<file path="src/rtl/wb_pkg.sv">
// Shared types for the writeback stage
// Struct field order sets the packed bit layout seen by the testbench

package wb_pkg;

    localparam int REG_SEL_W = 5;   // Register file has 32 entries
    localparam int WORD_W    = 32;  // Data word width

    // One register-file write, also the entry format of both buffers
    typedef struct packed {
        logic                 reg_en;   // Write strobe
        logic [REG_SEL_W-1:0] reg_sel;  // Destination register
        logic [WORD_W-1:0]    wdat;     // Data word
    } wb_t;

    // Result from the ALU or the load unit; done is a single-cycle strobe
    typedef struct packed {
        logic                 done;
        logic [REG_SEL_W-1:0] reg_sel;
        logic [WORD_W-1:0]    wdat;
    } prod_t;

    // Branch unit outputs
    typedef struct packed {
        logic spec;        // High while a branch is unresolved
        logic correct;     // Pulse when the prediction held
        logic mispredict;  // Pulse when the prediction failed
    } branch_t;

    // Speculation tracking state
    typedef enum logic {
        IDLE = 1'b0,  // No branch in flight
        SPEC = 1'b1   // ALU results are held back
    } spec_state_t;

endpackage

</file>
<file path="src/rtl/wb_arbiter.sv">
`timescale 1ns/1ps
// Routes arriving results to bypass or buffers and picks one buffered entry per cycle
// wb_out is combinational; the register file must accept a write every cycle

module wb_arbiter import wb_pkg::*; (
    input  logic  CLK,
    input  logic  nRST,
    input  prod_t alu,
    input  prod_t load,
    input  logic  spec_active,
    input  wb_t   alu_head,
    input  logic  alu_empty,
    input  logic  alu_clean_avail,
    input  wb_t   load_head,
    input  logic  load_empty,
    output logic  alu_write,
    output wb_t   alu_din,
    output logic  alu_read,
    output logic  load_write,
    output wb_t   load_din,
    output logic  load_read,
    output wb_t   wb_out
);

    logic bypass_ok;   // Nothing older is waiting and no branch is open
    logic alu_ok;      // ALU buffer has a clean head
    logic load_ok;     // Load buffer has a head
    logic alu_turn;    // Fair pick when both have data; 0 favours loads
    logic turn_flip;

    // Entries always carry the write strobe
    assign alu_din  = '{reg_en: 1'b1, reg_sel: alu.reg_sel, wdat: alu.wdat};
    assign load_din = '{reg_en: 1'b1, reg_sel: load.reg_sel, wdat: load.wdat};

    assign bypass_ok = alu_empty & load_empty & ~spec_active;
    assign alu_ok    = alu_clean_avail;
    assign load_ok   = ~load_empty;

    always_comb begin
        alu_write  = 1'b0;
        load_write = 1'b0;
        alu_read   = 1'b0;
        load_read  = 1'b0;
        turn_flip  = 1'b0;
        wb_out     = '0;
        if (bypass_ok) begin
            if (load.done) begin
                wb_out    = load_din;   // Load wins a tie
                alu_write = alu.done;   // ALU result parks in its buffer
            end else if (alu.done) begin
                wb_out = alu_din;
            end
        end else begin
            // Every arrival is buffered, speculative ALU results included
            alu_write  = alu.done;
            load_write = load.done;
            if (alu_ok && load_ok) begin
                turn_flip = 1'b1;
                if (alu_turn) begin
                    alu_read = 1'b1;
                    wb_out   = alu_head;
                end else begin
                    load_read = 1'b1;
                    wb_out    = load_head;
                end
            end else if (alu_ok) begin
                alu_read = 1'b1;
                wb_out   = alu_head;
            end else if (load_ok) begin
                load_read = 1'b1;
                wb_out    = load_head;
            end
        end
    end

    always_ff @(posedge CLK, negedge nRST) begin
        if (!nRST) begin
            alu_turn <= 1'b0;
        end else if (turn_flip) begin
            alu_turn <= ~alu_turn;  // Only contested picks move the toggle
        end
    end

endmodule

</file>
<file path="src/rtl/wb_fifo.sv">
`timescale 1ns/1ps
// Circular buffer for load results; head entry is shown combinationally on dout
// Empty and full are registered, so a new entry is readable one cycle after its write
// No back-pressure exists; the user must keep the buffer from overflowing

module wb_fifo import wb_pkg::*; #(
    parameter int BUFFER_DEPTH = 31
) (
    input  logic CLK,
    input  logic nRST,
    input  logic write,
    input  wb_t  din,
    input  logic read,
    output wb_t  dout,
    output logic empty,
    output logic full
);

    localparam int PTR_W = $clog2(BUFFER_DEPTH);
    localparam int CNT_W = $clog2(BUFFER_DEPTH + 1);  // Must hold the value BUFFER_DEPTH

    wb_t              mem [BUFFER_DEPTH];  // Entry storage
    logic [PTR_W-1:0] wptr, rptr;
    logic [CNT_W-1:0] count, count_next;

    // Pointer advance with wrap at the last slot
    function automatic logic [PTR_W-1:0] ptr_inc(input logic [PTR_W-1:0] p);
        return (p == PTR_W'(BUFFER_DEPTH - 1)) ? '0 : p + 1'b1;
    endfunction

    assign count_next = count + CNT_W'(write) - CNT_W'(read);  // Read and write may coincide
    assign dout       = mem[rptr];                             // Oldest entry

    always_ff @(posedge CLK) begin
        if (write) begin
            mem[wptr] <= din;
        end
    end

    always_ff @(posedge CLK, negedge nRST) begin
        if (!nRST) begin
            wptr  <= '0;
            rptr  <= '0;
            count <= '0;
            empty <= 1'b1;
            full  <= 1'b0;
        end else begin
            if (write) begin
                wptr <= ptr_inc(wptr);
            end
            if (read) begin
                rptr <= ptr_inc(rptr);
            end
            count <= count_next;
            // Flags follow the count of the next cycle
            empty <= (count_next == '0);
            full  <= (count_next == CNT_W'(BUFFER_DEPTH));
        end
    end

    // Producers have no stall, so overflow means the depth is too small
    a_no_write_full: assert property (@(posedge CLK) disable iff (!nRST)
        write |-> !full)
        else $error("wb_fifo: write while full");

    // The arbiter must only read a buffer that reports data
    a_no_read_empty: assert property (@(posedge CLK) disable iff (!nRST)
        read |-> !empty)
        else $error("wb_fifo: read while empty");

endmodule

</file>
<file path="src/rtl/wb_spec_buffer.sv">
`timescale 1ns/1ps
// Circular buffer for ALU results with a speculation checkpoint
// Only clean entries may be read; speculative ones wait for commit or squash
// One speculation level is tracked; a nested branch is not supported

module wb_spec_buffer import wb_pkg::*; #(
    parameter int BUFFER_DEPTH = 31
) (
    input  logic CLK,
    input  logic nRST,
    input  logic write,
    input  wb_t  din,
    input  logic read,
    output wb_t  dout,
    input  logic spec_start,
    input  logic commit,
    input  logic squash,
    input  logic spec_active,
    output logic empty,
    output logic clean_avail,
    output logic full
);

    localparam int PTR_W = $clog2(BUFFER_DEPTH);
    localparam int CNT_W = $clog2(BUFFER_DEPTH + 1);

    wb_t              mem [BUFFER_DEPTH];  // Entry storage
    logic [PTR_W-1:0] wptr, rptr, chk_wptr;
    logic [PTR_W-1:0] wptr_next;
    logic [CNT_W-1:0] count, spec_cnt, clean_cnt;          // All, speculative, clean entries
    logic [CNT_W-1:0] count_next, spec_next, clean_next;
    logic             spec_wr, clean_wr;

    function automatic logic [PTR_W-1:0] ptr_inc(input logic [PTR_W-1:0] p);
        return (p == PTR_W'(BUFFER_DEPTH - 1)) ? '0 : p + 1'b1;
    endfunction

    assign spec_wr  = write & spec_active;   // Held back until the branch resolves
    assign clean_wr = write & ~spec_active;  // Readable from the next cycle
    assign dout     = mem[rptr];

    always_comb begin
        wptr_next  = write ? ptr_inc(wptr) : wptr;
        count_next = count + CNT_W'(write) - CNT_W'(read);
        spec_next  = spec_cnt + CNT_W'(spec_wr);
        clean_next = clean_cnt + CNT_W'(clean_wr) - CNT_W'(read);
        if (commit) begin
            // Every speculative entry and this cycle's write turn clean
            clean_next = clean_cnt - CNT_W'(read) + spec_cnt + CNT_W'(spec_wr);
            spec_next  = '0;
        end else if (squash) begin
            // Drop everything written since the checkpoint
            wptr_next  = chk_wptr;
            count_next = count - CNT_W'(read) - spec_cnt;  // Squash-cycle write never counted
            spec_next  = '0;
        end
    end

    always_ff @(posedge CLK) begin
        if (write) begin
            mem[wptr] <= din;  // A squashed slot is simply overwritten later
        end
    end

    always_ff @(posedge CLK, negedge nRST) begin
        if (!nRST) begin
            wptr        <= '0;
            rptr        <= '0;
            chk_wptr    <= '0;
            count       <= '0;
            spec_cnt    <= '0;
            clean_cnt   <= '0;
            empty       <= 1'b1;
            clean_avail <= 1'b0;
            full        <= 1'b0;
        end else begin
            wptr <= wptr_next;
            if (read) begin
                rptr <= ptr_inc(rptr);
            end
            if (spec_start) begin
                chk_wptr <= wptr;  // First speculative slot
            end
            count     <= count_next;
            spec_cnt  <= spec_next;
            clean_cnt <= clean_next;
            // Registered status
            empty       <= (count_next == '0);  // Speculative entries count as present
            clean_avail <= (clean_next != '0);
            full        <= (count_next == CNT_W'(BUFFER_DEPTH));
        end
    end

    // Speculative data must never reach the register file
    a_read_clean: assert property (@(posedge CLK) disable iff (!nRST)
        read |-> clean_avail)
        else $error("wb_spec_buffer: read without a clean entry");

    a_no_write_full: assert property (@(posedge CLK) disable iff (!nRST)
        write |-> !full)
        else $error("wb_spec_buffer: write while full");

    // Branch unit resolves a branch exactly one way
    a_one_outcome: assert property (@(posedge CLK) disable iff (!nRST)
        !(commit && squash))
        else $error("wb_spec_buffer: commit and squash together");

endmodule

</file>
<file path="src/rtl/wb_spec_fsm.sv">
`timescale 1ns/1ps
// Speculation tracker; spec_start is combinational on the rising spec edge
// Branch outcomes are expected only while a branch is tracked

module wb_spec_fsm import wb_pkg::*; (
    input  logic    CLK,
    input  logic    nRST,
    input  branch_t branch,
    output logic    spec_start,
    output logic    spec_active,
    output logic    commit,
    output logic    squash
);

    spec_state_t state, state_next;
    logic        prev_spec;  // Spec level of the previous cycle

    assign spec_start  = branch.spec & ~prev_spec;         // Rising edge of spec
    assign commit      = branch.correct & (state == SPEC);
    assign squash      = branch.mispredict & (state == SPEC);
    assign spec_active = (state == SPEC) | spec_start;      // Covers the start cycle too

    always_comb begin
        state_next = state;
        case (state)
            IDLE: if (spec_start) state_next = SPEC;
            SPEC: if (commit || squash) state_next = IDLE;  // Leaves one edge after outcome
            default: state_next = IDLE;
        endcase
    end

    always_ff @(posedge CLK, negedge nRST) begin
        if (!nRST) begin
            state     <= IDLE;
            prev_spec <= 1'b0;
        end else begin
            state     <= state_next;
            prev_spec <= branch.spec;
        end
    end

    // An outcome with no branch tracked would leave speculative ALU data stranded
    a_outcome_in_spec: assert property (@(posedge CLK) disable iff (!nRST)
        (branch.correct || branch.mispredict) |-> (state == SPEC))
        else $error("wb_spec_fsm: branch outcome while idle");

endmodule

</file>
<file path="src/rtl/writeback.sv">
`timescale 1ns/1ps
// Writeback stage top; at most one register-file write per cycle
// BUFFER_DEPTH sets both buffers and must be 2 or more
// No stall goes back to the producers, so the depth must cover the worst burst

module writeback import wb_pkg::*; #(
    parameter int BUFFER_DEPTH = 31
) (
    input  logic    CLK,
    input  logic    nRST,
    input  prod_t   alu,
    input  prod_t   load,
    input  branch_t branch,
    output wb_t     wb_out
);

    logic spec_start, spec_active, commit, squash;  // Speculation control
    logic alu_write, alu_read, load_write, load_read;
    wb_t  alu_din, load_din, alu_head, load_head;
    logic alu_empty, alu_clean_avail, load_empty;

    wb_spec_fsm spec_fsm_inst (
        .CLK, .nRST, .branch,
        .spec_start, .spec_active, .commit, .squash
    );

    // Load buffer, never speculative
    wb_fifo #(.BUFFER_DEPTH(BUFFER_DEPTH)) load_fifo_inst (
        .CLK, .nRST,
        .write(load_write), .din(load_din), .read(load_read), .dout(load_head),
        .empty(load_empty), .full()  // Full is checked inside the buffer
    );

    // ALU buffer with checkpoint and rollback
    wb_spec_buffer #(.BUFFER_DEPTH(BUFFER_DEPTH)) alu_buffer_inst (
        .CLK, .nRST,
        .write(alu_write), .din(alu_din), .read(alu_read), .dout(alu_head),
        .spec_start, .commit, .squash, .spec_active,
        .empty(alu_empty), .clean_avail(alu_clean_avail), .full()
    );

    wb_arbiter arbiter_inst (
        .CLK, .nRST, .alu, .load, .spec_active,
        .alu_head, .alu_empty, .alu_clean_avail,
        .load_head, .load_empty,
        .alu_write, .alu_din, .alu_read,
        .load_write, .load_din, .load_read,
        .wb_out
    );

endmodule

</file>
<file path="config.mk">
export PLATFORM = sky130hd
export DESIGN_NAME = writeback
export DESIGN_NICKNAME = d
export VERILOG_FILES = /design/src/rtl/wb_pkg.sv /design/src/rtl/wb_arbiter.sv /design/src/rtl/wb_fifo.sv /design/src/rtl/wb_spec_buffer.sv /design/src/rtl/wb_spec_fsm.sv /design/src/rtl/writeback.sv
export SDC_FILE = /design/constraint.sdc
export NUM_CORES = 2
export LEC_CHECK = 0
export BUFFER_PORTS_ARGS = -buffer_cell sky130_fd_sc_hd__buf_2
export CORE_MARGIN = 5
export CORE_UTILIZATION = 35
export CTS_CLUSTER_SIZE = 14
export DETAILED_ROUTE_END_ITERATION = 7
export PLACE_DENSITY_LB_ADDON = 0.15
export SLEW_MARGIN = 20
export SYNTH_ARGS = -nofsm -noshare
export SYNTH_HDL_FRONTEND = slang
export SYNTH_SLANG_ARGS = --single-unit
</file>
<file path="constraint.sdc">
create_clock -name CLK -period 3.4 [get_ports CLK]
set_input_delay 0.68 -clock CLK [delete_from_list [all_inputs] [get_ports CLK]]
set_output_delay 0.68 -clock CLK [all_outputs]
set_load 0.05 [all_outputs]
</file>
==> key figures <==
STA
  – Fmax: 234 MHz
  – Setup_tns: -29.24 ns
  – Post-route minimum period: 4.28 ns
  – PnR worst setup slack: -0.879 ns
  – Final Hold Fails: 0
  – Relative slew slack: 27.0%
  – Worst slew pin tran: 1.09 ns
  – RSZ-0062 raised after global routing: yes
  – Period Utilization, post-route: 126%
  – Slew Limit Fails: 0
  – Final setup fails: 37
  – Clk_skew: 0.0434 ns

Floorplanning
  – Die width: 521 µm
  – Die area: 272,000 µm²
  – CORE AREA: 260,000 µm²
  – # rows: 187
  – Initial Util: 35.2%
  – Num ports: 119
  – Die height: 521 µm

Clocking
  – Root Buffer: clkbuf_16
  – Total CTS buffers: 274
  – CTS tree: built
  – Clock Path Buffers: 4
  – H-tree lvl count: 5
  – Worst-skew pair later-pin latency: 0.91 ns
  – Clock Sinks: 2,345
  – Clock transition at the registers of the reported paths: 0.06 ns

Power
  – NetSw: 34.2 mW
  – Clk pwr share: 26.8%
  – Seq pwr share: 33.3%
  – Max VDD drop: 0.681 mV
  – Switching part of the total power: 33.2%
  – Combinational power share: 39.8%
  – Leakage: 37.5 nW
  – Internal power: 69.0 mW
  – P per Cell Area: 900 nW/µm²
  – Total power draw: 103 mW

Synthesis
  – Synthesized instance count: 4,432
  – Yosys warning count: 0
  – Post-Syn Area: 91,600 µm²
  – Net Count, Synth: 4,559
  – Number of synthesized flops with an enable pin: 2,294
  – #FFs+latches synth: 2,345
  – Most used DFF post-synth: edfxtp_1
  – Mean Syn Cell Area: 20.7 µm²
  – Register area share after synthesis: 76.6%
  – Cell variety after synth: 68
  – Synth async-reset ratio: 2.17%

Status
  – Outcome: finished, violations left
  – Failing checks: setup timing

Hold path
  – Worst min path class: input pin to flop
  – Hold Crit Start: load[9]

Finish
  – Share of cells above drive strength 1: 37.4%
  – Fillers: 22,300
  – Layout area overhead: 25.3%
  – Nets: 5,442

Routing
  – Wirelength per Cell: 32.4 µm
  – Via Count: 48,900
  – Initial DRT Pass Iterations: 6
  – Vias/cell: 5.43
  – Remaining DRCs: 0
  – Antenna-violating nets left: 0
  – DRT iter0 DRCs: 4,929
  – Routed wire length: 291 mm

Critical path
  – CP Launch Type: flop
  – Critical Path Sink Type: output pin
  – Req. time, crit path: 2.72 ns
  – Crit path max fanout: 13
  – Reg2reg start: load_fifo_inst.empty$_DFF_PN1_
  – WS Path Type: flop to output pin
  – CP Launch Point: alu_buffer_inst.rptr[1]$_DFFE_PN0P_
  – Data arrival, critical path: 3.60 ns

Global route
  – Pin count of the biggest net entering global routing: 47
  – Vias in the first global route: 49,200
  – First-pass GRT wire length: 399 mm
  – Initial antenna violation count: 29
  – All-layer global routing usage: 20.9%
  – Total grt overflow: 0

Place
  – Detailed Place HPWL: 180 mm
  – GP Congestion: 0.785
  – # port buffers: 118

Run
  – Max cap viols: 0
==> cell usage in the layout (no fill, tap or decap), drive strengths merged, types with 5 or more instances in the layout <==
cell,synthesis,final
or3b,5,5
and2,5,5
a2111oi,12,12
buf,172,852
fa,7,7
nor3,16,16
clkinv,0,89
o22ai,84,84
nand2b,19,19
a21o,11,11
nor2,110,110
inv,45,50
a221oi,29,29
ha,39,39
a22oi,151,151
bufinv,0,18
a22o,12,12
o21ai,130,130
nand2,155,155
nor2b,13,13
edfxtp,2294,2294
o211ai,35,35
xor2,11,11
mux2,13,13
a211oi,32,32
xnor2,19,19
o221ai,6,6
clkbuf,91,358
nand3,61,61
mux2i,212,212
dfrtp,49,49
mux4,472,472
a21oi,48,48
diode,0,8
a41o,10,10
nand4,5,5
or3,5,5
nand3b,11,11
a31oi,7,7
==> cells by family (layout without fill, tap and decap cells) <==
family                   after synthesis  count (layout)  synth area share [%]
XOR/XNOR                              30              30                 0.287
buffers and inverters                308            1375                  1.85
AO/OA/AOI/OAI                        588             588                  4.36
flip-flops                          2345            2345                  76.6
adder cells (fa/ha/maj)               46              46                 0.686
other                                  0               8                     0
multiplexers                         697             697                  14.1
AND/OR/NAND/NOR                      418             418                  2.07
==> path summary, 6_finish.rpt <==
kind	cells past startpoint	slack, ns	endpoint
max	11	-0.88	wb_out[35]
min	1	0.08	load_fifo_inst.mem[21][9]$_DFFE_PP_
min reg2reg	2	0.48	alu_buffer_inst.chk_wptr[3]$_DFFE_PN0P_
max in group asynchronous	2	2.04	alu_buffer_inst.rptr[0]$_DFFE_PN0P_
min in group asynchronous	2	0.51	arbiter_inst.alu_turn$_DFFE_PN0P_
max reg2reg	14	0.14	alu_buffer_inst.clean_avail$_DFF_PN0_
==> registers in the layout (all words and copies together) (netlist names), 5 cells and up <==
register	count
alu_buffer_inst.chk_wptr	5
alu_buffer_inst.spec_cnt	5
alu_buffer_inst.clean_cnt	5
load_fifo_inst.mem	1147
alu_buffer_inst.rptr	5
load_fifo_inst.wptr	5
load_fifo_inst.rptr	5
load_fifo_inst.count	5
alu_buffer_inst.mem	1147
alu_buffer_inst.count	5
alu_buffer_inst.wptr	5
==> power groups by stage <==
| stage | clock network [mW] | registers [mW] | logic (mW) |
|---|---|---|---|
| 2_1_floorplan | 0 | 34.7 | 18.9 |
| 6_report | 27.7 | 34.4 | 41.1 |
| 3_3_place_gp | 0 | 35.0 | 34.9 |
| 3_5_place_dp | 0 | 35.1 | 34.9 |
| 4_1_cts | 28.3 | 34.4 | 38.3 |
| 5_1_grt | 29.4 | 34.5 | 43.0 |
==> cell usage after synthesis, types with 12 or more instances <==
master | n | area (µm²)
a21oi_1 | 48 | 240
buf_2 | 96 | 480
o22ai_1 | 84 | 526
a22o_1 | 12 | 105
a221oi_1 | 29 | 254
mux2_2 | 13 | 146
clkbuf_1 | 90 | 338
nor3_1 | 16 | 80.1
buf_1 | 12 | 45.0
nor2b_1 | 13 | 81.3
nand2_1 | 155 | 582
nand3_1 | 61 | 305
xnor2_1 | 19 | 166
edfxtp_1 | 2294 | 68900
mux2i_1 | 212 | 2120
nand2b_1 | 19 | 119
buf_6 | 33 | 372
a211oi_1 | 32 | 240
ha_1 | 39 | 488
buf_4 | 25 | 188
inv_1 | 44 | 165
a22oi_1 | 151 | 1130
o211ai_1 | 35 | 263
o21ai_0 | 128 | 641
mux4_2 | 468 | 10500
dfrtp_1 | 49 | 1230
nor2_1 | 110 | 413
==> stage by stage <==
step                instance area [µm²]  worst slack, ns  util (%)  std cells  hold WS (ns)
global placement                 102000           -0.380      39.3       8369         0.455
detailed placement               102000           -0.376      39.3       8369         0.469
CTS                              112000           -0.986      43.3       8897        0.0117
global route                     115000           -0.981      44.1       8998        0.0459
finish                           115000           -0.879      44.1       9003        0.0845
floorplan                         91700           -0.140         -       4432         0.384
==> worst max-delay path, cell delays in order (launching register included) <==
cell and delay, ns:
dfrtp_4 0.56, buf_12 0.16, buf_12 0.16, buf_16 0.16, buf_4 0.18, mux4_2 0.30
mux4_2 0.52, nor2_4 0.14, buf_6 0.12, o22ai_1 0.06, buf_4 0.17, buf_8 0.15
==> cell type report <==
| type | count | area (µm²) | share of cell area [%] |
|---|---|---|---|
| inverter | 45 | 174 | 0.152 |
| multi-input combinational | 1779 | 21900 | 19.1 |
| sequential | 2345 | 70200 | 61.2 |
| clock inverter | 116 | 998 | 0.870 |
| clock buffer | 344 | 7260 | 6.33 |
| antenna | 8 | 20.0 | 0.0175 |
| tap | 3496 | 4370 | 3.81 |
| timing repair buffer | 870 | 9780 | 8.52 |
==> what timing repair did <==
item | CTS | global route
gates cloned | 11 | 15
endpoints found under the hold margin | 28 | 0
resized for setup | 302 | 263
setup endpoints to repair | 38 | 39
hold buffers | 2 | 0
pin swaps | 50 | 102
buffers inserted | 58 | 97
==> layer usage <==
layer	GRT usage, %	up-vias	routed length, µm
met3	3.37	464	17300
met4	5.83	2	8820
li1	-	20300	-
met2	34.4	1664	141000
met1	28.9	26500	124000
met5	0	-	12
Note: power is estimated with default switching activity, not from simulation.
